`config.mk`:
```
export PLATFORM = sky130hd
export DESIGN_NAME = out_port
export DESIGN_NICKNAME = d
export VERILOG_FILES = /design/src/source/out_port.sv
export VERILOG_INCLUDE_DIRS = /design/src /design/src/source
export SDC_FILE = /design/constraint.sdc
export NUM_CORES = 1
export LEC_CHECK = 0
export BUFFER_PORTS_ARGS = -buffer_cell sky130_fd_sc_hd__buf_2
export CORE_MARGIN = 2
export CORE_UTILIZATION = 39
export CTS_CLUSTER_DIAMETER = 50
export CTS_CLUSTER_SIZE = 30
export DETAILED_ROUTE_END_ITERATION = 6
export GPL_TIMING_DRIVEN = 0
export MAX_ROUTING_LAYER = met4
export PLACE_DENSITY_LB_ADDON = 0.05
export SETUP_SLACK_MARGIN = 0.05
export SLEW_MARGIN = 20
export SYNTH_ARGS = -nofsm -noshare
export SYNTH_HDL_FRONTEND = slang
export SYNTH_SLANG_ARGS = --single-unit
```
`constraint.sdc`:
```
create_clock -name clk -period 2.3 [get_ports clk]
set_clock_uncertainty 0.05 [all_clocks]
set_input_delay 0.345 -clock clk [delete_from_list [all_inputs] [get_ports clk]]
set_output_delay 0.345 -clock clk [all_outputs]
set_load 0.02 [all_outputs]
```
`src/source/cpu_macros.svh`:
```
`ifndef CPU_MACROS_SVH
`define CPU_MACROS_SVH

// Datapath width
`define XLEN 32

// Memory depths in 32-bit words
`define IMEM_WORDS 256
`define DMEM_WORDS 256

`define RESET_PC 32'h0000_0000

// Address map
`define OUT_ADDR 32'h8000_0000
`define DMEM_REGION 4'b0001

`endif

```
`src/source/out_port.sv`:
```
`timescale 1ns/1ps
`include "cpu_macros.svh"

module out_port (
    input  logic              clk,
    input  logic              rst,
    input  logic              write,
    input  logic [`XLEN-1:0]  wdata,
    output logic              out_req,
    output logic [`XLEN-1:0]  out_data,
    input  logic              out_ack,
    output logic              stall
);
    typedef enum logic {IDLE, BUSY} state_e;

    state_e state;
    logic   accept;

    // Port is free only once the previous ack has dropped
    assign stall  = write && (state == BUSY || out_ack);
    assign accept = write && !stall;

    always_ff @(posedge clk) begin
        if (rst) begin
            state <= IDLE;
        end else begin
            case (state)
                IDLE:    if (accept) state <= BUSY;
                BUSY:    if (out_ack) state <= IDLE;     // Req drops the cycle after ack
                default: state <= IDLE;
            endcase
        end
    end

    always_ff @(posedge clk) begin
        if (accept)
            out_data <= wdata;       // Stable for the whole req phase
    end

    assign out_req = state == BUSY;

endmodule

```
==> out/results.md <==
| Result | This run | Unit |
|:---|:---|:---|
| Final sum of negative setup slack | 0 | ps |
| Overall power of the completed layout | 1.08 | mW |
| Leakage | 0.624 | nW |
| Clock network latency to the later pin of the worst-skew pair | 310 | ps |
| TritonCTS Buffers | 5 | - |
| Buffering stage count on the worst path with inverters included | 1 | - |
| Max Transition Viols Final | 0 | - |
| WL per Instance | 11.9 | um |
| Share of the clock period used by the worst path after layout | 72.0 | % |
| Buffers inserted by post-CTS timing repair | 0 | - |
| Slowest-stage cell, CP | nor3b_4 | - |
| Path type of the worst min-delay path | input port to flop | - |
| Die area | 3030 | um^2 |
| Hold buffer count at CTS | 0 | - |
| Cell family with the largest share of critical-path delay | simple AND/OR/NAND/NOR gates | - |
| Worst vdd ir | 0.443 | mV |
| All-layer global routing usage | 13.2 | % |
| Cells along the critical path | nor3b_4, buf_6 | - |
| Number of antenna violations at the first check in global routing | 0 | - |
| Number of remaining DRC errors | 0 | - |
| Result of the run | complete, no violations | - |
| Share of total power in sequential cells | 64.4 | % |
| Type of the worst setup path | flop to flop | - |
| Clock input transition at the sequential cells of the worst setup and hold paths | 90 | ps |
| Internal | 0.852 | mW |
| Number of sinks driven by the clock tree | 33 | - |
| Top-level I/O count | 70 | - |
| Global route total overflow | 0 | - |
| Time the final worst path needs with I/O delays and setup | 1660 | ps |
| Register bit total from synthesis | 33 | - |
| Post-cts gate resize count | 0 | - |
| Buffer levels on the longest clock path | 2 | - |
| Area of the multi-input gates | 40.0 | um^2 |
| DR iter-0 viols | 7 | - |
| Core occupancy in the finished layout | 59.1 | % |
| CP peak stage delay | 650 | ps |
| Final instance count without filler cells | 145 | - |
| Number of inserted filler cells in the final layout | 213 | - |
| Relative contribution of combinational cells to total power | 9.5 | % |
| Die width | 55.0 | um |
| Clock network fraction of total power | 26.1 | % |
| Netlist cell types | 6 | - |
| Nets@finish | 150 | - |
| Most used cells in the layout excluding fill and tap cells | buf_2 (69), edfxtp_1 (32), clkbuf_4 (5) | - |
| Number of detailed-route iterations in the first pass | 2 | - |
| Number of global-route vias before repair | 577 | - |
| Signed area change from the synthesized netlist to the final layout | 44.3 | % |
| Area taken by flip-flops and latches | 981 | um^2 |
| Sequential area share after synthesis | 96.7 | % |
| Maximum Capacitance Violations | 0 | - |
| Most common cell after layout, fill and taps aside | buf_2 | - |
| Number of vias after detailed routing | 624 | - |
| Count of final setup violators | 0 | - |
| Routed wire length | 1.72 | mm |
| Highest achievable clock rate | 604 | MHz |
| Net switching power | 0.227 | mW |
| Synthesized netlist cell count | 37 | - |
| TritonCTS clock tree | yes | - |
| Worst-Margin Slew | 761 | ps |
| Worst endpoint data arrival time | 1620 | ps |
| Post-Place Cells | 137 | - |
| Layout cell share with drive strength beyond 1 | 67.0 | % |
| Areal power density over the cells | 737 | nW/um^2 |
| Endpoint type of the worst setup path | flop | - |
| Count of input and output buffers | 69 | - |
| Die H | 55.0 | um |
| Wire length of the first global-routing pass | 2.44 | mm |
| Core area | 2480 | um^2 |
| CTS H-tree lvls | 2 | - |
| Count of warnings emitted by yosys | 0 | - |
| Syn Nets | 73 | - |
| Final RePlAce weighted congestion | 0.584 | - |
| Diodes inserted | 0 | - |
| Worst relative slew slack | 49.2 | % |
| Row cnt | 18 | - |
| Initial Util | 41.0 | % |
| Worst endpoint required time | 2260 | ps |
| HPWL Detailed | 1.34 | mm |
| Largest net degree at the start of global routing | 18 | - |
| Root cell of the clock tree | clkbuf_4 | - |
| Hold Violations, Final | 0 | - |
| Post-synthesis area per instance | 27.4 | um^2 |
| Worst Path Max Fanout | 17 | - |
| Unrepaired setup endpoints after global routing | no | - |
| Worst hold slack | 146 | ps |
| Number of nets with antenna violations after routing | 0 | - |
| Via density per instance | 4.30 | - |
| Switching power share of the total | 21.0 | % |
| Worst Setup Start Kind | flop | - |
| Cell area after synthesis | 1010 | um^2 |
==> final timing paths <==
kind	endpoint	cells past startpoint	slack, ps	start
max	out_data[20]	2	640	out_req
min	out_req	2	150	rst
max reg2reg	out_data[20]	2	640	out_req
min reg2reg	out_req	2	530	out_req
==> stage by stage <==
stage	setup slack [ps]	cell area, um^2
after floorplan	116	1010
after global placement	-369	1400
after detailed placement	483	1420
after CTS	617	1460
after global routing	527	1460
final	644	1460
==> Yosys cell counts (all sizes together) <==
cell type / instances / area share [%]
edfxtp: 32 / 95
nor3b: 1 / 1.2
nor2: 1 / 0.37
nor3: 1 / 0.99
dfxtp: 1 / 2.0
o21a: 1 / 0.74
==> cell type report <==
class	count	area share, %
Sequential cell	33	67.0
Timing Repair Buffer	70	24.4
Clock buffer	8	3.33
Multi-Input combinational cell	4	2.74
Tap cell	30	2.56
==> routing by layer <==
| metal | global-route usage [%] | part of all wire (%) | vias to the layer above |
|---|---|---|---|
| li1 | - | - | 303 |
| met1 | 14.5 | 40 | 273 |
| met2 | 19.4 | 47 | 45 |
| met3 | 8.06 | 11 | 3 |
| met4 | 4.88 | 1.2 | 0 |
| met5 | - | 0 | - |
==> power by group through the flow <==
stage	clock [mW]	sequential, mW	combinational (mW)
global placement	0	0.709	0.0980
finish	0.282	0.695	0.102
global route	0.328	0.698	0.112
floorplan	0	0.742	0.0131
detailed placement	0	0.709	0.103
CTS	0.297	0.695	0.104
==> sequential cells by signal, summed over array words and instances (netlist names) <==
signal / count
out_data: 32
out_req: 1
==> cells by family (layout without fill, tap and decap cells) <==
family,Yosys count,after routing,synth area share (%)
buffers and inverters,0,78,0
AOI/OAI and AO/OA,1,1,0.740
DFF,33,33,96.7
and+or+nand+nor,3,3,2.59
Note: power is estimated with default switching activity, not from simulation.
