**src/source/cpu_macros.svh**
```systemverilog
`ifndef CPU_MACROS_SVH
`define CPU_MACROS_SVH

// Datapath width
`define XLEN 32

// Memory depths in 32-bit words
`define IMEM_WORDS 256
`define DMEM_WORDS 256

`define RESET_PC 32'h0000_0000

// Address map
`define OUT_ADDR 32'h8000_0000
`define DMEM_REGION 4'b0001

`endif

```
**src/source/reg_file.sv**
```systemverilog
`timescale 1ns/1ps
`include "cpu_macros.svh"

module reg_file (
    input  logic              clk,
    input  logic              we,
    input  logic [4:0]        ra1,
    input  logic [4:0]        ra2,
    input  logic [4:0]        wa,
    input  logic [`XLEN-1:0]  wd,
    output logic [`XLEN-1:0]  rd1,
    output logic [`XLEN-1:0]  rd2
);
    logic [`XLEN-1:0] regs [32];

    always_ff @(posedge clk) begin
        if (we && wa != 5'd0)
            regs[wa] <= wd;
    end

    // x0 is hardwired to zero
    assign rd1 = (ra1 == 5'd0) ? '0 : regs[ra1];
    assign rd2 = (ra2 == 5'd0) ? '0 : regs[ra2];

endmodule

```
**config.mk**
```make
export PLATFORM = sky130hd
export DESIGN_NAME = reg_file
export DESIGN_NICKNAME = d
export VERILOG_FILES = /design/src/source/reg_file.sv
export VERILOG_INCLUDE_DIRS = /design/src /design/src/source
export SDC_FILE = /design/constraint.sdc
export NUM_CORES = 1
export LEC_CHECK = 0
export BUFFER_PORTS_ARGS = -buffer_cell sky130_fd_sc_hd__buf_4
export CAP_MARGIN = 20
export CORE_AREA = 2 2 350 352
export DETAILED_ROUTE_END_ITERATION = 8
export DIE_AREA = 0 0 352 354
export GPL_ROUTABILITY_DRIVEN = 0
export PLACE_DENSITY = 0.57
export SLEW_MARGIN = 20
export SYNTH_ARGS = -nofsm -noshare
export SYNTH_HDL_FRONTEND = slang
export SYNTH_SLANG_ARGS = --single-unit
```
**constraint.sdc**
```tcl
create_clock -name clk -period 2.8 [get_ports clk]
set_input_delay 0.56 -clock clk [delete_from_list [all_inputs] [get_ports clk]]
set_output_delay 0.56 -clock clk [all_outputs]
set_load 0.01 [all_outputs]
```
==> impl_metrics.yaml <==
route:
  drt_iter0_markers: 4150
  routed_wl_um: 175000
  vias_per_cell: 6.46
  remaining_drc_errors: 0
  first_pass_iters: 5
  wl_per_cell_um: 36.1
  ant_nets: 0
  num_vias: 31200
grt:
  grt_pass1_vias: 31500
  grt_pass1_wl_um: 242000
  grt_max_degree: 39
  grt.overflow.total: 0
  grt_usage_pct: 27.4
  grt_antenna_before_repair: 1
synth:
  yosys.cell_count.top_type: "edfxtp_1"
  synthTopCellsByCount: "1024 x edfxtp_1, 320 x mux2i_1, 298 x mux4_2"
  syn_avg_cell_area_um2: 18.7
  ys.warnings.count: 0
  synth-edff-count: 1024
  yosys.area.top_type_share_pct: 64.2
  syn_inst: 2564
  ys_top_cells_by_area: "edfxtp_1 64%, mux4_2 14%, mux2i_1 6.7%"
  synth_seq_cells: 1024
  synth_area_leader_cell: "edfxtp_1"
  netlist_area_mm2: 0.0479
  async_flop_share_pct: 0
  synth_seq_area_share_pct: 64.2
  synth_cell_types: 38
  synthFlopType: "edfxtp_1"
die:
  die_h_um: 354
  die_x_um: 352
  dieArea_mm2: 0.125
  io-pin-count: 113
  rows: 128
  core_area_mm2: 0.121
  initial_core_util_pct: 39.6
clocking:
  clkSinkCount: 1024
  clk_pin_slew_ns: 0.06
  htreeDepth: 3
  cts_buffers: 106
  cts_tree: "built"
  clockBufferDepth: 3
  cts_root_buf: "clkbuf_16"
pwr:
  power_w: 0.0362
  p_comb_share_pct: 11.9
  peakVddDrop_mv: 0.563
  switching_share_pct: 23.7
  seqPwrFrac_pct: 47.5
  p_int_w: 0.0277
  clkPwrFrac_pct: 40.6
  switchingPower_w: 0.00857
  p_per_area_mw_per_mm2: 589
  power_leakage_nw: 21.0
layout:
  area_delta_synth_final_pct: 28.2
  largestRegisters: "regs (1024)"
  drive_above_1_share_pct: 46.1
  fin_nets: 3165
  diodes: 0
  largest_register_ffs: 1024
  num-fill-cells: 9673
  fin_area_mm2: 0.0615
  regMostFlops: "regs"
  seqCellArea_mm2: 0.0307
  final_util_pct: 50.8
  multiInputGateArea_mm2: 0.0179
setup_path:
  end_kind: "primary output"
  crit_start: "ra2[3]"
  cp_common_cell: "buf_4"
  cp_cell_sequence: "buf_4 -> buf_4 -> nand3b_1 -> buf_4 -> buf_4 -> buf_4 -> o221ai_1 -> a221oi_4 -> a211oi_2 -> buf_4"
  start_kind: "input pin"
  cpPeakStageDelay_ns: 0.33
  cpMaxStageDelayCell: "a211oi_2"
  cp-endpoint: "rd2[19]"
  crit_fanout: 7
  crit_type: "input pin to primary output"
  critPathRequiredTime_ns: 2.24
  crit_arrival_ns: 2.48
timing:
  report.final.slew_viol_count: 0
  setup_viol: 62
  fin_crit_ns: 3.04
  timing.slew.headroom_pct: 47.3
  worst-slew-pin-transition_ns: 0.791
  fin_crit_sh_pct: 109
  hold_viol: 0
  fmax_mhz: 329
  rsz0062_at_grt: "true"
  worst_slack_ns: -0.242
placed_design:
  placed_area_mm2: 0.0542
  dpl.hpwl_um: 101000
  io_buffers: 112
hold_path:
  holdPathStages: 1
  holdCritPathClass: "input pin to flop"
run:
  drv_cap: 0
status:
  violations: "negative setup slack"
  run_status: "finished, violations left"
## placed cells by master (no fill, tap or decap), types with 17 or more instances in the layout
| cell type | n |
|---|---|
| edfxtp_1 | 1024 |
| buf_4 | 434 |
| mux4_2 | 349 |
| mux2i_1 | 319 |
| clkbuf_16 | 114 |
| buf_12 | 110 |
| nand2_1 | 83 |
| o221ai_1 | 58 |
| a211oi_2 | 53 |
| mux2_4 | 49 |
| a22oi_1 | 35 |
| nor2_4 | 34 |
| buf_6 | 33 |
| a21oi_1 | 32 |
| nand4_1 | 32 |
| conb_1 | 32 |
| buf_16 | 31 |
| clkinv_2 | 30 |
| a22oi_2 | 29 |
| nor2b_1 | 27 |
| o21ai_2 | 23 |
| a221oi_2 | 22 |
| a311oi_2 | 20 |
| a221oi_1 | 18 |
| clkinv_1 | 17 |
## what timing repair did
action                                 in CTS  in global routing
hold buffers                                0                  0
setup endpoints to repair                  64                 64
gates resized for setup                   383                101
gates cloned                               18                  6
endpoints found under the hold margin       0                  0
buffers inserted                           96                 39
pin swaps                                  82                 73
## power groups by stage
stage	combinational [W]	sequential (W)	clock, W
floorplan	0.00181	0.0175	0
global placement	0.00352	0.0175	0
detailed placement	0.00357	0.0175	0
CTS	0.00411	0.0172	0.0148
global route	0.00447	0.0172	0.0155
finish	0.00431	0.0172	0.0147
## worst min-delay path by stage
stage | slack (ns) | from | endpoint
6_report | 0.26 | wd[15] | regs[25][15]
3_5_place_dp | 0.98 | wd[14] | regs[13][14]
5_1_grt | 0.26 | wd[4] | regs[1][4]
2_1_floorplan | 0.66 | wd[0] | regs[0][0]
4_1_cts | 0.23 | wd[15] | regs[25][15]
3_3_place_gp | 0.96 | wd[14] | regs[13][14]
## logic make-up after synthesis
family,share of synthesized area [%]
DFF,64.2
and+or+nand+nor,2.17
muxes,25.1
buffers and inverters,2.44
AOI/OAI and AO/OA,6.09
other,0.00782
## critical path, delay by kind of cell
kind | cells | cell delay (ns)
buffers and inverters | 6 | 1.02
AOI/OAI and AO/OA | 3 | 0.73
and+or+nand+nor | 1 | 0.14
## layout make-up
| class | count | area share (%) |
|---|---|---|
| inverters | 2 | 0.0143 |
| well taps | 1625 | 3.31 |
| multi-input cells | 1353 | 29.1 |
| flip-flops and latches | 1024 | 50.0 |
| repair buffers | 629 | 11.7 |
| clock inverters | 82 | 1.41 |
| clock buffers | 118 | 4.46 |
## layer usage
layer / track usage (%) / part of all wire, % / up-vias
met5: 0 / 0.0074 / -
met4: 10.0 / 3.9 / 2
met3: 5.22 / 10 / 369
met2: 43.6 / 47 / 2126
met1: 37.8 / 39 / 16600
li1: - / - / 12100
## through the flow
step           hold slack [ns]  cells  setup WS (ns)  setup TNS [ns]
2_1_floorplan            0.659   2595         -0.180          -43.77
3_3_place_gp             0.959   4489         -0.602          -21.83
3_5_place_dp             0.976   4489         -0.620          -23.19
4_1_cts                  0.227   4791         -0.278           -8.73
5_1_grt                  0.256   4833         -0.289           -9.98
6_report                 0.258   4833         -0.242           -7.22
Power figures use the tool's default switching activity.
