$ cat src/source/cpu_macros.svh
`ifndef CPU_MACROS_SVH
`define CPU_MACROS_SVH

// Datapath width
`define XLEN 32

// Memory depths in 32-bit words
`define IMEM_WORDS 256
`define DMEM_WORDS 256

`define RESET_PC 32'h0000_0000

// Address map
`define OUT_ADDR 32'h8000_0000
`define DMEM_REGION 4'b0001

`endif

$ cat src/source/cpu_pkg.sv
package cpu_pkg;

    // RV32 major opcodes handled by the core
    typedef enum logic [6:0] {
        OPC_OP     = 7'b0110011,
        OPC_OP_IMM = 7'b0010011,
        OPC_LOAD   = 7'b0000011,
        OPC_STORE  = 7'b0100011,
        OPC_BRANCH = 7'b1100011,
        OPC_JAL    = 7'b1101111,
        OPC_JALR   = 7'b1100111,
        OPC_LUI    = 7'b0110111,
        OPC_AUIPC  = 7'b0010111
    } opcode_e;

    typedef enum logic [3:0] {
        ALU_ADD, ALU_SUB, ALU_AND, ALU_OR, ALU_XOR, ALU_SLT,
        ALU_SLTU, ALU_SLL, ALU_SRL, ALU_SRA, ALU_PASS_B
    } alu_op_e;

    typedef enum logic [2:0] {IMM_I, IMM_S, IMM_B, IMM_U, IMM_J} imm_kind_e;

    typedef enum logic [1:0] {PC_PLUS4, PC_TARGET, PC_HOLD} pc_sel_e;

    // Writeback source
    typedef enum logic [1:0] {WB_LOAD, WB_ALU, WB_LINK} wb_sel_e;

    // Access size and sign for loads and stores
    typedef enum logic [1:0] {MEM_WORD, MEM_BYTE, MEM_BYTE_U} mem_kind_e;

endpackage

$ cat src/source/alu.sv
`timescale 1ns/1ps

module alu (
    input  logic [31:0]      a,
    input  logic [31:0]      b,
    input  cpu_pkg::alu_op_e op,
    input  logic             br_unsigned,
    output logic [31:0]      result,
    output logic             br_eq,
    output logic             br_lt
);
    logic [4:0] shamt;

    assign shamt = b[4:0];

    always_comb begin
        case (op)
            cpu_pkg::ALU_ADD:  result = a + b;
            cpu_pkg::ALU_SUB:  result = a - b;
            cpu_pkg::ALU_AND:  result = a & b;
            cpu_pkg::ALU_OR:   result = a | b;
            cpu_pkg::ALU_XOR:  result = a ^ b;
            cpu_pkg::ALU_SLT:  result = {31'd0, $signed(a) < $signed(b)};
            cpu_pkg::ALU_SLTU: result = {31'd0, a < b};
            cpu_pkg::ALU_SLL:  result = a << shamt;
            cpu_pkg::ALU_SRL:  result = a >> shamt;
            cpu_pkg::ALU_SRA:  result = $unsigned($signed(a) >>> shamt);
            default:           result = b;    // PASS_B for lui
        endcase
    end

    // Branch compare on the same operands
    assign br_eq = a == b;
    assign br_lt = br_unsigned ? (a < b) : ($signed(a) < $signed(b));

endmodule

$ cat config.mk
export PLATFORM = sky130hd
export DESIGN_NAME = alu
export DESIGN_NICKNAME = d
export VERILOG_FILES = /design/src/source/cpu_macros.svh /design/src/source/cpu_pkg.sv /design/src/source/alu.sv
export SDC_FILE = /design/constraint.sdc
export NUM_CORES = 1
export LEC_CHECK = 0
export BUFFER_PORTS_ARGS = -buffer_cell sky130_fd_sc_hd__buf_4
export CORE_MARGIN = 2
export CORE_UTILIZATION = 60
export DETAILED_ROUTE_END_ITERATION = 12
export PLACE_DENSITY = 0.82
export SLEW_MARGIN = 20
export SYNTH_ARGS = -nofsm -noshare
export SYNTH_HDL_FRONTEND = slang
export SYNTH_SLANG_ARGS = --single-unit
$ cat constraint.sdc
create_clock -name vclk -period 11
set_clock_uncertainty 0.2 [all_clocks]
set_input_delay 1.1 -clock vclk [all_inputs]
set_output_delay 1.1 -clock vclk [all_outputs]
set_load 0.02 [all_outputs]
==> flow_metrics.py <==
metrics = {
    "status": {
        "status": "finished clean",
    },
    "sta": {
        "final-setup-viol-count": 0,
        "fin_crit_sh_pct": 63.1,
        "grt_setup_unrepaired": "no",
        "drv_slew": 0,
        "max_freq_mhz": 144,
        "tightest_slew_ps": 1000,
        "finalHoldViolCount": 0,
        "setup_tns_ps": 0,
        "relSlewSlack_pct": 32.5,
        "post-route-min-period_ps": 6940,
    },
    "critical_path": {
        "critPathLaunchType": "primary input",
        "worst_ep_arrival_time_ps": 5640,
        "crit_type": "in2out",
        "endpoint_kind": "output port",
        "max_stage_delay_ps": 620,
        "crit_chain": "buf_4 > inv_1 > ha_1 > a211o_1 > a211o_1 > a221o_1 > a311o_1 > a2111oi_0 > nor3_1 > a31oi_1 > o21ai_0 > a22o_1 > buf_4",
        "critPathRequiredTime_ps": 9700,
        "cpMaxStageDelayCell": "buf_4",
        "cp-startpoint": "b[1]",
        "crit_fanout": 64,
    },
    "placement": {
        "numPortBuffers": 103,
        "routabilityCongestion": 1.08,
        "dpl_cell_area_sq_mm": 0.00970,
        "place_hpwl_microns": 28800,
    },
    "grt": {
        "grtUsageTotal_pct": 45.7,
        "antenna_found_initial": 0,
        "grt_pass1_wl_microns": 58700,
        "grt_pass1_vias": 9993,
        "grt-ovfl-total": 0,
        "grt_max_degree": 87,
    },
    "synthesis": {
        "netlist.area_leader.share_pct": 15.7,
        "yosysWarnings": 0,
        "ys_types": 70,
        "syn_area_per_cell_sq_um": 6.92,
        "syn_area_sq_mm": 0.00902,
        "synth_top_cells_by_area": "mux4_2, ha_1, nor2_1, o21ai_0, a21oi_1",
        "syn_inst": 1303,
        "ys_seq_area_share_pct": 0,
        "syn-num-nets": 1471,
        "synth_common_cells": "nor2_1, o21ai_0, a21oi_1",
        "yosysMostFrequentCell": "nor2_1",
        "synth_top_area_cell": "mux4_2",
    },
    "route": {
        "first_pass_iters": 7,
        "vias_per_cell": 7.56,
        "ant_nets": 0,
        "vias": 11300,
        "wl_met3_microns": 6170,
        "routedLengthMet1_microns": 14400,
        "routed.top_layer": "met4",
        "wl_microns": 38200,
        "wire_per_inst_microns": 25.5,
        "met2_wirelength_microns": 15800,
        "drt_iter0_markers": 1849,
        "drc": 0,
    },
    "run": {
        "drv_cap": 0,
    },
    "layout": {
        "post-route-util_pct": 66.5,
        "clkbuf_count": 0,
        "seq_cells": 0,
        "area_growth_pct": 7.57,
        "fin_area_sq_mm": 0.00970,
        "sequential_cell_area_sq_um": 0,
        "finish.net_count": 1484,
        "n_antenna_cell": 0,
        "drive_gt1_share_pct": 15.4,
    },
    "floorplanning": {
        "die_w_microns": 127,
        "die_area_sq_mm": 0.0160,
        "initial_core_util_pct": 61.8,
        "die_h_microns": 127,
        "rows": 44,
        "core_sq_mm": 0.0146,
        "boundaryPins": 103,
    },
    "clocking": {
        "postCtsHoldBufs": 0,
        "cts_setup_buffers": 0,
        "ctsResizeCount": 0,
    },
    "pwr": {
        "p_total_mw": 0.564,
        "power.density_mw_per_mm2": 58.1,
        "leakagePower_nw": 4.14,
        "peakVddDrop_uv": 29.2,
    },
    "hold_path": {
        "min_from": "b[21]",
        "hold_class": "in2out",
        "hold_path_end": "result[21]",
        "whs_path_depth": 4,
    },
}
area by class of cell:
type               instances  area (sq um)
repair buffers           117           878
multi-input cells       1096          8220
well taps                184           230
inverters                101           379
fillers                 1342          4890
worst max-delay path, delay by kind of cell:
| kind | cells | cell delay (ps) |
|---|---|---|
| AO/OA/AOI/OAI | 8 | 2500 |
| AND/OR/NAND/NOR | 1 | 130 |
| buffers and inverters | 3 | 1350 |
| adder cells (fa/ha/maj) | 1 | 510 |
cells by family (layout without fill, tap and decap cells):
| kind of cell | after synthesis | in the layout | share of synthesized area, % |
|---|---|---|---|
| AOI/OAI and AO/OA | 459 | 459 | 32.8 |
| xor gates and xnor gates | 18 | 18 | 1.75 |
| adders and majority gates | 99 | 99 | 13.9 |
| buffers and inverters | 207 | 218 | 9.00 |
| muxes | 124 | 124 | 22.7 |
| and+or+nand+nor | 396 | 396 | 19.9 |
layer usage:
| layer | global-route usage, % | up-vias |
|---|---|---|
| li1 | - | 4913 |
| met4 | 14.9 | 0 |
| met3 | 10.9 | 165 |
| met5 | 0 | - |
| met1 | 65.8 | 5198 |
| met2 | 67.0 | 1047 |
stage by stage:
step	cells	worst slack, ps	hold WS (ps)
after floorplan	1303	4570	2180
after global placement	1498	4270	2370
after detailed placement	1498	4180	2370
after CTS	1498	4180	2370
after global routing	1498	3720	2390
final	1498	4060	2370
power by group:
group          switching, mW  internal (mW)  leakage (nW)  total (mW)
combinational          0.353          0.211          4.14       0.564
clock                      0              0             0           0
sequential                 0              0             0           0
cell usage in the layout, fill, tap and decap left out, types with 16 or more instances in the layout:
| master | count |
|---|---|
| a31oi_1 | 25 |
| o21ai_0 | 118 |
| or3_1 | 16 |
| a211oi_1 | 23 |
| a221oi_1 | 20 |
| ha_1 | 97 |
| nand2_1 | 90 |
| nor2_1 | 161 |
| xnor2_1 | 16 |
| inv_1 | 97 |
| nor3_1 | 29 |
| buf_4 | 117 |
| nand3_1 | 31 |
| o211ai_1 | 22 |
| mux4_2 | 63 |
| a21oi_1 | 116 |
| mux2i_1 | 50 |
worst max-delay path by stage:
stage | to | slack, ps
floorplan | result[25] | 4570
global placement | result[27] | 4270
detailed placement | result[27] | 4180
CTS | result[27] | 4180
global route | result[27] | 3720
finish | result[27] | 4060
Note: power is estimated with default switching activity, not from simulation.
