===== src/source/cpu_macros.svh =====
`ifndef CPU_MACROS_SVH
`define CPU_MACROS_SVH

// Datapath width
`define XLEN 32

// Memory depths in 32-bit words
`define IMEM_WORDS 256
`define DMEM_WORDS 256

`define RESET_PC 32'h0000_0000

// Address map
`define OUT_ADDR 32'h8000_0000
`define DMEM_REGION 4'b0001

`endif


===== src/source/cpu_pkg.sv =====
package cpu_pkg;

    // RV32 major opcodes handled by the core
    typedef enum logic [6:0] {
        OPC_OP     = 7'b0110011,
        OPC_OP_IMM = 7'b0010011,
        OPC_LOAD   = 7'b0000011,
        OPC_STORE  = 7'b0100011,
        OPC_BRANCH = 7'b1100011,
        OPC_JAL    = 7'b1101111,
        OPC_JALR   = 7'b1100111,
        OPC_LUI    = 7'b0110111,
        OPC_AUIPC  = 7'b0010111
    } opcode_e;

    typedef enum logic [3:0] {
        ALU_ADD, ALU_SUB, ALU_AND, ALU_OR, ALU_XOR, ALU_SLT,
        ALU_SLTU, ALU_SLL, ALU_SRL, ALU_SRA, ALU_PASS_B
    } alu_op_e;

    typedef enum logic [2:0] {IMM_I, IMM_S, IMM_B, IMM_U, IMM_J} imm_kind_e;

    typedef enum logic [1:0] {PC_PLUS4, PC_TARGET, PC_HOLD} pc_sel_e;

    // Writeback source
    typedef enum logic [1:0] {WB_LOAD, WB_ALU, WB_LINK} wb_sel_e;

    // Access size and sign for loads and stores
    typedef enum logic [1:0] {MEM_WORD, MEM_BYTE, MEM_BYTE_U} mem_kind_e;

endpackage


===== src/source/imm_gen.sv =====
`timescale 1ns/1ps

module imm_gen (
    input  logic [31:7]        inst,
    input  cpu_pkg::imm_kind_e kind,
    output logic [31:0]        imm
);
    logic sign;

    assign sign = inst[31];

    always_comb begin
        case (kind)
            cpu_pkg::IMM_I: imm = {{20{sign}}, inst[31:20]};
            cpu_pkg::IMM_S: imm = {{20{sign}}, inst[31:25], inst[11:7]};
            cpu_pkg::IMM_B: begin
                imm = {{19{sign}}, sign, inst[7], inst[30:25], inst[11:8], 1'b0};
            end
            cpu_pkg::IMM_U: imm = {inst[31:12], 12'd0};
            cpu_pkg::IMM_J: begin
                imm = {{11{sign}}, sign, inst[19:12], inst[20], inst[30:21], 1'b0};
            end
            default:        imm = 32'd0;
        endcase
    end

endmodule


===== config.mk =====
export PLATFORM = sky130hd
export DESIGN_NAME = imm_gen
export DESIGN_NICKNAME = d
export VERILOG_FILES = /design/src/source/cpu_macros.svh /design/src/source/cpu_pkg.sv /design/src/source/imm_gen.sv
export SDC_FILE = /design/constraint.sdc
export NUM_CORES = 1
export LEC_CHECK = 0
export BUFFER_PORTS_ARGS = -buffer_cell sky130_fd_sc_hd__buf_2
export CAP_MARGIN = 10
export CELL_PAD_IN_SITES_DETAIL_PLACEMENT = 0
export CELL_PAD_IN_SITES_GLOBAL_PLACEMENT = 1
export CORE_ASPECT_RATIO = 1.1
export CORE_MARGIN = 2
export CORE_UTILIZATION = 19
export DETAILED_ROUTE_END_ITERATION = 8
export PLACE_DENSITY = 0.87
export SLEW_MARGIN = 15
export SYNTH_ARGS = -nofsm -noshare
export SYNTH_HDL_FRONTEND = slang
export SYNTH_SLANG_ARGS = --single-unit

===== constraint.sdc =====
create_clock -name vclk -period 1.21
set_clock_uncertainty 0.2 [all_clocks]
set_input_delay 0.1815 -clock vclk [all_inputs]
set_output_delay 0.1815 -clock vclk [all_outputs]
set_load 0.02 [all_outputs]

==> results of run 1 <==
-- routing by layer --
layer	global-route usage, %	vias up	wire (um)
li1	-	471	-
met1	17.1	462	1070
met2	33.5	51	1600
met3	2.00	8	226
met4	4.29	0	64
met5	0	-	0
-- cells in the final DEF, fill, tap and decap left out, types with 3 or more instances in the layout --
| cell type | instances |
|---|---|
| buf_6 | 35 |
| buf_2 | 26 |
| buf_4 | 19 |
| a21oi_2 | 13 |
| nand2_1 | 11 |
| nand2_4 | 10 |
| o22ai_2 | 10 |
| inv_1 | 5 |
| nand2b_1 | 4 |
| a21oi_4 | 4 |
| nor2b_1 | 4 |
| mux2_2 | 3 |
| nand2b_4 | 3 |
-- what timing repair did --
item	CTS	global route
pin swaps	8	9
cloned	1	2
hold buffers	0	0
buffers inserted	0	1
setup endpoints to repair	31	31
resized for setup	64	36
-- worst max path at each step --
stage | from | to | slack [ns] | cells after the start
final | kind[1] | imm[5] | -0.26 | 5
after global routing | kind[1] | imm[30] | -0.28 | 5
after CTS | kind[1] | imm[9] | -0.25 | 5
after detailed placement | kind[2] | imm[26] | -0.42 | 5
after global placement | kind[2] | imm[26] | -0.40 | 5
after floorplan | kind[2] | imm[20] | -0.21 | 5
-- final cells by class --
| class | instances | area share [%] |
|---|---|---|
| tap | 33 | 2.61 |
| multi-input combinational | 79 | 49.2 |
| timing repair buffer | 84 | 47.0 |
| inverter | 5 | 1.19 |
-- tightest hold or removal path: cells and delay by family --
family / cells / cell delay (ns)
buf+inv: 2 / 0.19
simple gates: 2 / 0.12
-- synthesized netlist by cell type, drive strengths merged --
cell    instances  area share (%)
a21oi          17              16
and2            2             2.3
and2b           2             2.8
and3b           1             1.6
buf             7              10
clkbuf          4             2.8
inv             5             3.5
maj3            1             2.1
mux2            4             8.3
mux2i           1             1.9
nand2          22              15
nand2b          6             8.3
nor2b           7             8.1
nor3            1            0.93
o21ai           1            0.93
o22ai          12              14
o32ai           1             1.6
-- power by group through the flow --
stage	combinational (uW)	sequential [uW]	clock [uW]
floorplan	374	0	0
global placement	546	0	0
detailed placement	560	0	0
CTS	673	0	0
global route	804	0	0
finish	762	0	0
-- per-stage QoR --
| step | utilization [%] | TNS (ns) | std cells |
|---|---|---|---|
| after floorplan | - | -3.97 | 94 |
| after detailed placement | 43.3 | -9.86 | 197 |
| after global routing | 57.9 | -7.38 | 201 |
| after global placement | 43.3 | -9.16 | 197 |
| final | 57.9 | -6.45 | 201 |
| after CTS | 51.2 | -6.57 | 198 |
-- cell families after synthesis --
kind of cell	after synthesis	share of synthesized area (%)
buffers and inverters	16	16.2
AND/OR/NAND/NOR	41	39.4
multiplexers	5	10.2
AO/OA/AOI/OAI	31	32.2
adder cells (fa/ha/maj)	1	2.08
==> flow_results.org, run 1 <==
** Setup path
- The worst setup path is launched from a primary input.
- The critical path goes through buf_8 > maj3_2 > buf_6 > and2b_2 > buf_6.
- Kind of critical path :: in2out
- Most prevalent standard cell on the critical path :: buf_6
- Grouping stages by cell kind, the critical path spends the most delay in adder cells.
- The slowest stage of the critical path is the maj3_2 cell.
- The worst setup path is captured at a primary output.
- In this run the worst path has a maximum fanout of 6.
- Crit-path max cell delay :: about 0.35 ns
- Worst endpoint required time :: 0.83 ns
- CP bufs+invs :: 3
- Crit path arrival time :: 1.09 ns

** Timing
- PnR worst setup slack :: -0.257 ns
- Number of setup violations in the final report :: 31
- Final period demand of the worst path :: ~1.5 ns
- For the pin with the worst max-slew slack, the measured transition is ~0.23 ns.
- The count of endpoints failing hold in the final timing report came to 0.
- Setup repair after global routing could not meet its margin everywhere.
- The final critical path takes up 121% of the cycle.
- Slew margin rel. :: between 80% and 90%
- Final worst hold slack :: 0.477 ns
- Fin. max-slew vios :: 0
- Top achievable clock speed :: just under 700 MHz

** Cells and area
- Count of flip-flops and latches :: 0
- The net count of the finished layout is between 150 and 200.
- Sequential cell area :: 0 um2
- # diodes :: 0
- The layout has around 220 filler cells.
- From synthesis to final layout, the design area changed by 192%.
- Area of all placed cells without fillers :: 1580 um2
- After layout, the clock buffer instance count stands at 0.
- Area of the multi-input gates :: approximately 800 um2
- Proportion of layout cells with a drive suffix above 1 :: ~83%

** Power and ir drop
- Leakage dissipation :: ~0.00074 uW
- Per report_power, the clock group accounts for 0% of the total.
- Proportion of total power due to net switching :: between 40% and 50%
- The share of total power dissipated in combinational logic is 100.0%.
- Sequential cells account for 0% of the total power.
- The worst-case IR drop observed on VDD is between 0.3 and 0.4 mV.
- The internal power of the cells totals 386 uW.
- Total power for the finished layout comes to between 700 and 800 uW.
- Dividing total power by cell area gives a power density of ~480 nW/um2.
- The analysis attributes to net switching a power of between 300 and 400 uW.

** Drt
- Iteration-0 DRC Markers :: 5
- Per-cell via count in the routed design :: 4.94
- The routed layout has between 900 and 1,000 vias.
- Number of remaining DRC errors :: 0
- The first detailed-routing pass ran for 2 iterations.
- The detail route stage leaves a number of antenna-violating nets equal to 0.
- WL/cell :: approximately 15 um
- Wires add up to around 3.0 mm.

** Yosys
- Count of synthesis-stage warnings from yosys :: 0
- Count of mapped cells out of synthesis :: 94
- Nets in the synthesized netlist :: approximately 120
- After synthesis, the mean cell area works out to about 5.8 um2.
- Proportion of synthesized chip area in sequential cells :: 0%
- The synthesized netlist contains 20 unique library cells.
- The cell area that synthesis handed to floorplanning was ~540 um2.

** Job
- Count of maximum capacitance violations :: 0

** Global route
- Via count of the first global-routing pass :: 967
- The first global-routing pass estimated a little over 4 mm of wire.
- Largest net degree at the start of global routing :: 12
- Across every metal layer, demand over resource in global routing totals around 17%.
- Total gr overflow :: 0
- The number of antenna violations at the first check in global routing was 0.

** Floorplan
- In this run the core area contains 20 standard-cell rows.
- 60 I/O pins were placed.
- The die is 54.9 um wide.
- Measured along the y axis, the die boundary spans 59.9 um.
- The floorplan step defined a die boundary enclosing between 3000 and 4000 um2.
- For this configuration, the core starts out at a cell density of 19.8%.
- Placeable core region :: 2730 um2

** Status
- Result of the run :: complete, but fails checks
- The checks that failed: negative setup slack.

** Placement
- After legalization and detailed placement, the total HPWL measured roughly 1.9 mm.
- Input and output buffers added on the ports amount to 60.
- Total cell area at the placement stage :: between 1000 and 1500 um2
- Final estimated routing congestion in global placement :: a little over 0.7
- Prior to clock tree synthesis, the placed netlist has a worst setup slack of -0.421 ns.

** Worst hold path
- Counting instances, the worst hold path has a depth of 4.
- Hold-critical path endpoint :: imm[26]
- The tightest min-delay check is of the in2out type.
- The worst hold path begins at inst[26].
Note: power is estimated with default switching activity, not from simulation.
==> run 2: changes to the inputs <==
Settings changed: GPL_TIMING_DRIVEN from default to 0, MAX_ROUTING_LAYER from default to met4.
==> flow_results.org, run 2 (synthesis gave the netlist of run 1 again) <==
** Drt
- The remaining number of nets flagged by the antenna check after routing is 0 (unchanged).
- The per-cell routed wire length is 13.5 um (-8.3%).
- The sum of routed wire length over all layers came to 2.66 mm (-10%).
- The number of remaining DRC errors was 0 (unchanged).
- The via density per instance was 4.85 (-1.7%).
- Vias :: 956 (-3.6%)
- Iteration-0 DRC Markers :: 8 (+3)
- The detailed-router iteration count before antenna repair is 4 (+2).

** Floorplan
- The core box area came to 2730 um2 (unchanged).
- The I/O pin count was 60 (unchanged).
- The overall die height is 59.9 um (unchanged).
- The number of rows in the core area was 20 (unchanged).
- The effective utilization at floorplan was 19.8% (unchanged).
- The die width is 54.9 um (unchanged).
- DIE AREA :: 3290 um2 (unchanged)

** Placement
- The cell area after placement was 1120 um2 (-5.5%).
- Final estimated routing congestion in global placement :: 0.652 (-9.3%)
- The total half-perimeter wirelength after legalization and detailed placement came to 1.75 mm (-8.9%).
- The pre-CTS setup slack came to -0.425 ns (-0.00320 ns).
- The count of input and output buffers is 58 (-3.3%).

** Timing
- The tightest slew margin relative to the limit came to 78.2% (-6.5 points).
- The maximum clock frequency was 670 MHz (-1.6%).
- Number of setup violations in the final report :: 32 (+3.2%)
- Tightest Pin Transition :: 0.327 ns (+0.0975 ns)
- The count of endpoints failing hold in the final timing report is 0 (unchanged).
- Fin. max-slew vios :: 0 (unchanged)
- The final worst-path cycle share was 123% (+2.0 points).
- Setup repair after global routing missed its margin :: true
- Final worst hold slack :: 0.498 ns (+0.0205 ns)
- The worst setup margin is -0.281 ns (-0.0245 ns).
- Total negative setup slack :: -7.47 ns (-1.02 ns)
- The minimum period implied by the final worst setup slack is 1.49 ns (+0.0245 ns).

** Setup path
- The worst setup path is launched from a primary input.
- Slowest stage cell, crit path :: maj3_2
- The biggest fanout along the worst timing path was 10 (+4).
- Kind of end point of the critical path :: primary output
- The most numerous cell type found on the critical path is buf_12.
- Crit-path max cell delay :: 0.32 ns (-0.03 ns)
- Crit path arrival time :: 1.11 ns (+0.02 ns)
- Critical-path cell list :: buf_12 > maj3_2 > nand2b_4 > buf_12 > nand2_4 > buf_6
- Kind of critical path :: in2out
- The data required time at the worst endpoint was 0.83 ns (about the same).

** Status
- The checks that failed: negative setup slack.
- The flow ran to the end, but the final reports show violations.

** Power and ir drop
- Power density cells :: 482 nW/um2 (about the same)
- Worst ir drop on vdd :: 0.294 mV (-3.3%)
- Leakage dissipation :: 0.000750 uW (+1.9%)

** Job
- The max-cap check violation count is 0 (unchanged).

** Cells and area
- The final sequential cell count was 0 (unchanged).
- Area of all placed cells without fillers :: 1580 um2 (about the same)
- The share of cells above drive strength 1 was 80.5% (-2.3 points).
- The area of the multi-input gates was 766 um2 (-1.6%).
- The number of clock-tree buffers in the layout came to 0 (unchanged).
- # nets final :: 194 (-2.0%)
- The area used by sequential logic in the layout is 0 um2 (unchanged).
- Layout overhead on the synthesized area :: 192% (about the same)
- Leaving out fill and tap cells, the most frequent cell in the layout is buf_6.
- The final antenna diode count was 0 (unchanged).
- The filler cell count in the final layout came to 224 (+0.45%).
- In the layout the commonest cells are buf_6, buf_2, buf_4, nand2_1, nand2_4.

** Global route
- The number of global-route vias before repair is 884 (-8.6%).
- Largest net degree at the start of global routing :: 11 (-1)
- First-pass GRT wire length :: 4.00 mm (-3.3%)
- The overall overflow remaining after global route is 0 (unchanged).
- The number of antenna violations at the first check in global routing came to 0 (unchanged).
- The global router's overall resource usage was 16.1% (-0.52 points).

** Worst hold path
- The path with the worst hold slack has its endpoint at imm[22].
- The tightest min-delay check is of the in2out type.
- Worst Hold Launch :: inst[22]
- Hold-critical path depth :: 4 (unchanged)

** Clock tree
- Hold-fix buffer count after cts :: 0 (unchanged)
run 2: per-stage QoR:
| stage | total power (uW) | instances | util (%) |
|---|---|---|---|
| after CTS | 725 | 194 | 54.9 |
| after detailed placement | 535 | 185 | 40.9 |
| after floorplan | 374 | 94 | - |
| final | 761 | 197 | 57.9 |
| after global routing | 806 | 197 | 57.9 |
| after global placement | 526 | 185 | 40.9 |
run 2: worst max path at each step:
stage	cells past startpoint	end	start	slack [ns]
finish	6	imm[28]	kind[2]	-0.28
global route	6	imm[22]	kind[2]	-0.31
CTS	6	imm[20]	kind[2]	-0.28
detailed placement	5	imm[11]	kind[0]	-0.42
global placement	5	imm[11]	kind[0]	-0.43
floorplan	5	imm[20]	kind[2]	-0.21
run 2: area by class of cell:
class                      instances  share of cell area, %
buffer                            11                   8.95
timing repair buffer              70                   38.7
tap                               33                   2.61
multi-input combinational         78                   48.5
inverter                           5                   1.19
run 2: timing repair:
item                                    in CTS  in global routing
endpoints found under the setup margin      32                 32
cloned                                       1                  1
resized for setup                           86                 18
pin swaps                                   10                  4
buffers inserted                             8                  2
run 2: where the power goes:
group	total [uW]	switching [uW]	internal (uW)
registers	0	0	0
logic	761	365	396
clock network	0	0	0
run 2: critical path: cells and delay by family:
family                   cells  cell delay (ns)
buffers and inverters        3             0.38
AND/OR/NAND/NOR              2             0.22
adder cells (fa/ha/maj)      1             0.32
run 2: routing by layer:
layer	global-route usage, %	wire length (um)
met1	21.5	1100
met2	28.7	1380
met3	0	175
met4	0	0
met5	-	0
