**src/source/cpu_macros.svh**
```systemverilog
`ifndef CPU_MACROS_SVH
`define CPU_MACROS_SVH

// Datapath width
`define XLEN 32

// Memory depths in 32-bit words
`define IMEM_WORDS 256
`define DMEM_WORDS 256

`define RESET_PC 32'h0000_0000

// Address map
`define OUT_ADDR 32'h8000_0000
`define DMEM_REGION 4'b0001

`endif

```
**src/source/cpu_pkg.sv**
```systemverilog
package cpu_pkg;

    // RV32 major opcodes handled by the core
    typedef enum logic [6:0] {
        OPC_OP     = 7'b0110011,
        OPC_OP_IMM = 7'b0010011,
        OPC_LOAD   = 7'b0000011,
        OPC_STORE  = 7'b0100011,
        OPC_BRANCH = 7'b1100011,
        OPC_JAL    = 7'b1101111,
        OPC_JALR   = 7'b1100111,
        OPC_LUI    = 7'b0110111,
        OPC_AUIPC  = 7'b0010111
    } opcode_e;

    typedef enum logic [3:0] {
        ALU_ADD, ALU_SUB, ALU_AND, ALU_OR, ALU_XOR, ALU_SLT,
        ALU_SLTU, ALU_SLL, ALU_SRL, ALU_SRA, ALU_PASS_B
    } alu_op_e;

    typedef enum logic [2:0] {IMM_I, IMM_S, IMM_B, IMM_U, IMM_J} imm_kind_e;

    typedef enum logic [1:0] {PC_PLUS4, PC_TARGET, PC_HOLD} pc_sel_e;

    // Writeback source
    typedef enum logic [1:0] {WB_LOAD, WB_ALU, WB_LINK} wb_sel_e;

    // Access size and sign for loads and stores
    typedef enum logic [1:0] {MEM_WORD, MEM_BYTE, MEM_BYTE_U} mem_kind_e;

endpackage

```
**src/source/controller.sv**
```systemverilog
`timescale 1ns/1ps

module controller (
    input  logic                  clk,
    input  logic                  rst,
    input  logic [31:0]           inst,
    input  logic                  br_eq,
    input  logic                  br_lt,
    input  logic                  stall,
    output cpu_pkg::pc_sel_e      pc_sel,
    output logic                  inst_nop,
    output logic                  reg_we,
    output logic                  a_sel,
    output logic                  b_sel,
    output logic                  br_unsigned,
    output logic                  mem_we,
    output cpu_pkg::imm_kind_e    imm_kind,
    output cpu_pkg::alu_op_e      alu_op,
    output cpu_pkg::mem_kind_e    mem_kind,
    output cpu_pkg::wb_sel_e      wb_sel,
    output logic                  fwd_d1,
    output logic                  fwd_d2,
    output logic                  fwd_e1,
    output logic                  fwd_e2
);
    logic [2:0] funct3;
    logic       d_reg_we, d_mem_we, d_branch, d_jump, d_a_sel, d_b_sel;
    cpu_pkg::alu_op_e   d_alu_op, ex_alu_op;
    cpu_pkg::mem_kind_e d_mem_kind, ex_mem_kind;
    cpu_pkg::wb_sel_e   d_wb_sel, ex_wb_sel, wb_wb_sel;

    // Execute and writeback stage state
    logic       ex_reg_we, ex_mem_we, ex_branch, ex_jump, ex_a_sel, ex_b_sel;
    logic [2:0] ex_funct3;
    logic [4:0] ex_rs1, ex_rs2, ex_rd, wb_rd;
    logic       wb_reg_we;
    logic       cond, taken;

    // funct3 to ALU operation; alt picks SUB / SRA
    function automatic cpu_pkg::alu_op_e arith_op(input logic [2:0] f3, input logic alt);
        case (f3)
            3'b000:  arith_op = alt ? cpu_pkg::ALU_SUB : cpu_pkg::ALU_ADD;
            3'b001:  arith_op = cpu_pkg::ALU_SLL;
            3'b010:  arith_op = cpu_pkg::ALU_SLT;
            3'b011:  arith_op = cpu_pkg::ALU_SLTU;
            3'b100:  arith_op = cpu_pkg::ALU_XOR;
            3'b101:  arith_op = alt ? cpu_pkg::ALU_SRA : cpu_pkg::ALU_SRL;
            3'b110:  arith_op = cpu_pkg::ALU_OR;
            default: arith_op = cpu_pkg::ALU_AND;
        endcase
    endfunction

    assign funct3 = inst[14:12];

    always_comb begin
        d_reg_we   = 1'b0;
        d_mem_we   = 1'b0;
        d_branch   = 1'b0;
        d_jump     = 1'b0;
        d_a_sel    = 1'b0;             // rs1
        d_b_sel    = 1'b1;             // Immediate
        d_alu_op   = cpu_pkg::ALU_ADD;
        d_mem_kind = cpu_pkg::MEM_WORD;
        d_wb_sel   = cpu_pkg::WB_ALU;
        imm_kind   = cpu_pkg::IMM_I;
        case (cpu_pkg::opcode_e'(inst[6:0]))
            cpu_pkg::OPC_OP: begin
                d_reg_we = 1'b1;
                d_b_sel  = 1'b0;
                d_alu_op = arith_op(funct3, inst[30]);
            end
            cpu_pkg::OPC_OP_IMM: begin
                d_reg_we = 1'b1;
                d_alu_op = arith_op(funct3, inst[30] && funct3 == 3'b101);
            end
            cpu_pkg::OPC_LOAD: begin
                d_reg_we = 1'b1;
                d_wb_sel = cpu_pkg::WB_LOAD;
                if (funct3 == 3'b000)
                    d_mem_kind = cpu_pkg::MEM_BYTE;
                else if (funct3 == 3'b100)
                    d_mem_kind = cpu_pkg::MEM_BYTE_U;
            end
            cpu_pkg::OPC_STORE: begin
                d_mem_we = 1'b1;
                imm_kind = cpu_pkg::IMM_S;
                if (funct3 == 3'b000)
                    d_mem_kind = cpu_pkg::MEM_BYTE;
            end
            cpu_pkg::OPC_BRANCH: begin
                d_branch = 1'b1;
                d_b_sel  = 1'b0;      // ALU compares rs1 against rs2
                imm_kind = cpu_pkg::IMM_B;
            end
            cpu_pkg::OPC_JAL: begin
                d_reg_we = 1'b1;
                d_jump   = 1'b1;
                d_a_sel  = 1'b1;
                d_wb_sel = cpu_pkg::WB_LINK;
                imm_kind = cpu_pkg::IMM_J;
            end
            cpu_pkg::OPC_JALR: begin
                d_reg_we = 1'b1;
                d_jump   = 1'b1;
                d_wb_sel = cpu_pkg::WB_LINK;
            end
            cpu_pkg::OPC_LUI: begin
                d_reg_we = 1'b1;
                d_alu_op = cpu_pkg::ALU_PASS_B;
                imm_kind = cpu_pkg::IMM_U;
            end
            cpu_pkg::OPC_AUIPC: begin
                d_reg_we = 1'b1;
                d_a_sel  = 1'b1;
                imm_kind = cpu_pkg::IMM_U;
            end
            default: ;                 // Unknown opcodes behave as a NOP
        endcase
        if (inst[11:7] == 5'd0)
            d_reg_we = 1'b0;           // x0 never gets a result
    end

    always_ff @(posedge clk) begin
        if (rst) begin
            ex_reg_we   <= 1'b0;
            ex_mem_we   <= 1'b0;
            ex_branch   <= 1'b0;
            ex_jump     <= 1'b0;
            ex_a_sel    <= 1'b0;
            ex_b_sel    <= 1'b0;
            ex_alu_op   <= cpu_pkg::ALU_ADD;
            ex_mem_kind <= cpu_pkg::MEM_WORD;
            ex_wb_sel   <= cpu_pkg::WB_ALU;
            ex_funct3   <= 3'd0;
            ex_rs1      <= 5'd0;
            ex_rs2      <= 5'd0;
            ex_rd       <= 5'd0;
            wb_reg_we   <= 1'b0;
            wb_wb_sel   <= cpu_pkg::WB_ALU;
            wb_rd       <= 5'd0;
        end else if (!stall) begin
            ex_reg_we   <= d_reg_we;
            ex_mem_we   <= d_mem_we;
            ex_branch   <= d_branch;
            ex_jump     <= d_jump;
            ex_a_sel    <= d_a_sel;
            ex_b_sel    <= d_b_sel;
            ex_alu_op   <= d_alu_op;
            ex_mem_kind <= d_mem_kind;
            ex_wb_sel   <= d_wb_sel;
            ex_funct3   <= funct3;
            ex_rs1      <= inst[19:15];
            ex_rs2      <= inst[24:20];
            ex_rd       <= inst[11:7];
            wb_reg_we   <= ex_reg_we;
            wb_wb_sel   <= ex_wb_sel;
            wb_rd       <= ex_rd;
        end
    end

    // beq/bne use eq, the rest use lt; funct3[0] inverts
    assign cond  = (ex_funct3[2] ? br_lt : br_eq) ^ ex_funct3[0];
    assign taken = ex_jump || (ex_branch && cond);

    always_comb begin
        if (stall)
            pc_sel = cpu_pkg::PC_HOLD;
        else if (taken)
            pc_sel = cpu_pkg::PC_TARGET;
        else
            pc_sel = cpu_pkg::PC_PLUS4;
    end

    assign inst_nop    = taken;        // Squash the wrong-path instruction in decode
    assign a_sel       = ex_a_sel;
    assign b_sel       = ex_b_sel;
    assign alu_op      = ex_alu_op;
    assign br_unsigned = ex_funct3[1];
    assign mem_we      = ex_mem_we;
    assign mem_kind    = ex_mem_kind;
    assign wb_sel      = wb_wb_sel;
    assign reg_we      = wb_reg_we && !stall;

    // Writeback result bypasses the register file into decode and execute
    assign fwd_d1 = wb_reg_we && wb_rd == inst[19:15];
    assign fwd_d2 = wb_reg_we && wb_rd == inst[24:20];
    assign fwd_e1 = wb_reg_we && wb_rd == ex_rs1;
    assign fwd_e2 = wb_reg_we && wb_rd == ex_rs2;

endmodule

```
**config.mk**
```make
export PLATFORM = sky130hd
export DESIGN_NAME = controller
export DESIGN_NICKNAME = d
export VERILOG_FILES = /design/src/source/cpu_macros.svh /design/src/source/cpu_pkg.sv /design/src/source/controller.sv
export SDC_FILE = /design/constraint.sdc
export NUM_CORES = 1
export LEC_CHECK = 0
export ABC_AREA = 1
export BUFFER_PORTS_ARGS = -buffer_cell sky130_fd_sc_hd__clkbuf_2
export CORE_ASPECT_RATIO = 1.75
export CORE_MARGIN = 2
export CORE_UTILIZATION = 46
export CTS_BUF_LIST = sky130_fd_sc_hd__clkbuf_16
export DETAILED_ROUTE_END_ITERATION = 10
export PLACE_DENSITY = 0.76
export SYNTH_ARGS = -nofsm -noshare
export SYNTH_HDL_FRONTEND = slang
export SYNTH_SLANG_ARGS = --single-unit
```
**constraint.sdc**
```tcl
create_clock -name clk -period 0.9 [get_ports clk]
set_input_delay 0.045 -clock clk [delete_from_list [all_inputs] [get_ports clk]]
set_output_delay 0.045 -clock clk [all_outputs]
set_load 0.005 [all_outputs]
```
==> Flow_metrics.wiki <==
{| class="wikitable"
! Metric !! Value
|-
| Die area || approximately 4900 µm²
|-
| Portion of total power attributed to sequential cells || 45.8%
|-
| Failing checks || negative setup slack
|-
| Final min period || 1.32 ns
|-
| Prevailing post-synth register cell || dfxtp_1
|-
| Wire length of the first global-routing pass || 7870 µm
|-
| RSZ-0062 raised after global routing || true
|-
| CP Capture Point || fwd_d2
|-
| Final estimated routing congestion in global placement || 0.797
|-
| Gate count of the mapped netlist || around 270
|-
| Result of the run || finished, violations left
|-
| TritonCTS Buffers || 5
|-
| Via count of the first global-routing pass || roughly 1900
|-
| Worst Reg-to-Reg Cells || 4
|-
| Count of final max-slew check failures || 0
|-
| Final Hold Slack || ~0.013 ns
|-
| Proportion of netlist area held by the largest area contributor || between 40 and 50%
|-
| Sw frac || 25.5%
|-
| Startpoint of the worst setup timing path || wb_rd[3]
|-
| Worst EP required || ~0.85 ns
|-
| # IOs || 60
|-
| Detailed-route DRC error count || 0
|-
| Crit path arrival time || 1.27 ns
|-
| Count of routing violations after the opening detailed-route iteration || 35
|-
| Height of the die || 90.8 µm
|-
| Port Buf Inserts || 53
|-
| Cell with the most instances after synthesis || dfxtp_1
|-
| Fraction of layout cells with a size suffix above 1 || roughly two fifths
|-
| Kind of start point of the critical path || flip-flop
|-
| Mean post-synth cell area || 7.27 µm²
|-
| Sequential fraction of the synthesis area || 40.5%
|-
| Worst flop-to-flop path endpoint || wb_rd[0]
|-
| Switching power of the nets || between 1 and 1.5 mW
|-
| Clock network fraction of total power || 38.0%
|-
| Path type of the worst min-delay path || in2reg
|-
| Reg2Reg Launch Point || wb_rd[0]
|-
| Max VDD drop || 1150 µV
|-
| H-Tree Level Count || 2
|-
| Number of antenna violations at the first check in global routing || 0
|-
| Clock-pin slew on the worst setup and hold paths || 0.05 ns
|-
| Fraction of power consumed by combinational cells || between 10% and 20%
|-
| Static Leakage || between 1 and 1.5 nW
|-
| Fraction of registers with async set/reset || 0%
|-
| Post-Route Skew || about 0.0015 ns
|-
| Warning count from the yosys run || 0
|-
| Synth unique cells || 30
|-
| Largest cells by area after synthesis || dfxtp_1 40%, o21ai_0 8.9%, a21oi_1 6.8%, nor2_1 6.8%, nand2_1 6.5%
|-
| Core area || 4150 µm²
|-
| PnR Total Power || 4.27 mW
|-
| Worst R2R Setup Slack || -0.03 ns
|-
| CP Max Fanout || 6
|-
| Routed Wire Length || around 5200 µm
|-
| Count of nets left with antenna violations after detail routing || 0
|-
| Net total in the final layout || around 380
|-
| Per-cell routed wire length || roughly 13 µm
|-
| Final Core Density || 65.8%
|-
| Number of search-and-repair iterations in the first detailed-routing pass || 4
|-
| Element type at the critical path end || primary output
|-
| Maximum operating frequency || approximately 760 MHz
|-
| Final-report hold violation count || 0
|-
| Top cells by count, synth || 40 x dfxtp_1, 36 x nor2_1, 35 x o21ai_0
|-
| Final worst setup slack || -0.417 ns
|-
| Clock net sink count || 40
|-
| Maximum clock path buffer count || 2
|-
| Path type of the worst setup path || reg2out
|-
| Overall die width || 53.6 µm
|-
| Number of endpoints failing setup at the final stage || 7
|-
| Number of flops mapped to enable cells by yosys || 0
|-
| Initial core utilization || 47.7%
|-
| Worst slew slack as a fraction of its limit || 84.8%
|-
| Clock latency on the worst-skew pair || 0.28 ns
|-
| Std-Cell Rows || 31
|-
| Cell accounting for the most synthesized area || dfxtp_1
|-
| P per Cell Area || around 1600 nW/µm²
|-
| Global-route congestion overflow total || 0
|-
| Synthesized netlist net count || 309
|-
| Detailed-route vias per instance || 5.18
|-
| Maximum number of pins on one net before global-route repair || 35
|-
| DP Wirelength || 3700 µm
|-
| Internal power component || 3.18 mW
|-
| Area delta synth->final || 38.1%
|-
| Max_cap viols || 0
|-
| Vias after detailed routing || around 2100
|-
| Antenna diode count || 0
|-
| Slew at the pin closest to its max-slew limit || between 0.2 and 0.25 ns
|-
| CTS tree || built
|-
| Pre-CTS setup slack || -0.260 ns
|-
| Fraction of the cycle the final worst path needs || 146%
|-
| Combined global-route utilization of all metal layers || a little over a fifth
|-
| Number of synthesized register bits || 40
|-
| Netlist area before placement || slightly below 2000 µm²
|-
| Root buffer cell || clkbuf_16
|}
==> per-layer routing <==
metal / vias up / share of wire [%] / global-route usage (%)
li1: 1047 / - / -
met1: 948 / 35 / 18.9
met2: 51 / 60 / 44.1
met3: 12 / 2.9 / 3.64
met4: 0 / 2.4 / 9.62
met5: - / 0 / 0
==> power by group through the flow <==
stage	combinational [mW]	clock (mW)	sequential, mW
floorplan	0.381	0	1.96
global placement	0.626	0	1.98
detailed placement	0.639	0	1.98
CTS	0.667	1.64	1.96
global route	0.772	1.72	1.97
finish	0.694	1.62	1.96
==> logic make-up after synthesis <==
logic type / Yosys count / synth area share [%]
simple gates: 111 / 28.0
xor+xnor: 9 / 3.99
compound gates: 70 / 18.7
buf+inv: 42 / 8.85
flops: 40 / 40.5
==> per-stage QoR <==
step | instance area, µm² | cells | TNS, ns
detailed placement | 2450 | 380 | -1.54
finish | 2730 | 397 | -2.30
CTS | 2660 | 390 | -2.37
global placement | 2450 | 380 | -1.09
global route | 2730 | 397 | -2.79
floorplan | 2010 | 272 | -0.189
==> cells in the final DEF (no fill, tap or decap), types with 5 or more instances in the layout <==
master / Yosys / final
buf_4: 2 / 27
nand2_1: 34 / 32
inv_2: 6 / 8
inv_1: 19 / 18
nand3_1: 9 / 7
nor2_1: 36 / 35
xor2_1: 9 / 6
buf_2: 6 / 7
nand4_1: 8 / 8
a21oi_1: 27 / 24
clkbuf_16: 0 / 5
dfxtp_1: 40 / 33
clkbuf_2: 0 / 46
o21ai_0: 35 / 34
dfxtp_2: 0 / 6
nor2_2: 5 / 6
a21oi_2: 2 / 5
nand3_2: 3 / 5
==> sequential cells by signal (all words and copies together) (netlist names), 2 cells and up <==
name and cells:
ex_rd 5, mem_kind 2, ex_rs1 5, wb_rd 5, wb_sel 2, alu_op 4, ex_funct3 3, ex_wb_sel 2
ex_rs2 5
==> how the worst min path moves through the flow <==
| stage | depth (start not counted) | slack [ns] | endpoint | from |
|---|---|---|---|---|
| after CTS | 3 | 0.009 | ex_rd[2] | inst[9] |
| final | 3 | 0.01 | ex_rd[2] | inst[9] |
| after floorplan | 1 | 0.11 | alu_op[0] | rst |
| after global routing | 3 | 0.04 | ex_rd[2] | inst[9] |
| after detailed placement | 3 | 0.30 | ex_rd[2] | inst[9] |
| after global placement | 3 | 0.29 | ex_rd[2] | inst[9] |
==> critical path: stages, from the launching register on <==
cell	delay (ns)
dfxtp_2	0.34
clkinv_4	0.07
a21oi_2	0.13
nand4_1	0.12
nor4_2	0.18
buf_2	0.16
==> repair_timing <==
action,4_1_cts,5_1_grt
resized for setup,20,13
setup buffers,1,7
endpoints found under the setup margin,7,10
gates cloned,1,0
endpoints found under the hold margin,0,0
hold buffers,0,0
pin swaps,12,8
==> cell type report <==
cell class / count / area (µm²)
fill: 391 / 1420
multi-input combinational: 190 / 1100
sequential: 40 / 812
timing repair buffer: 82 / 508
clock buffer: 5 / 125
inverter: 27 / 111
tap: 49 / 61.3
clock inverter: 3 / 11.3
timing repair inverter: 1 / 7.51
Power figures use the tool's default switching activity.
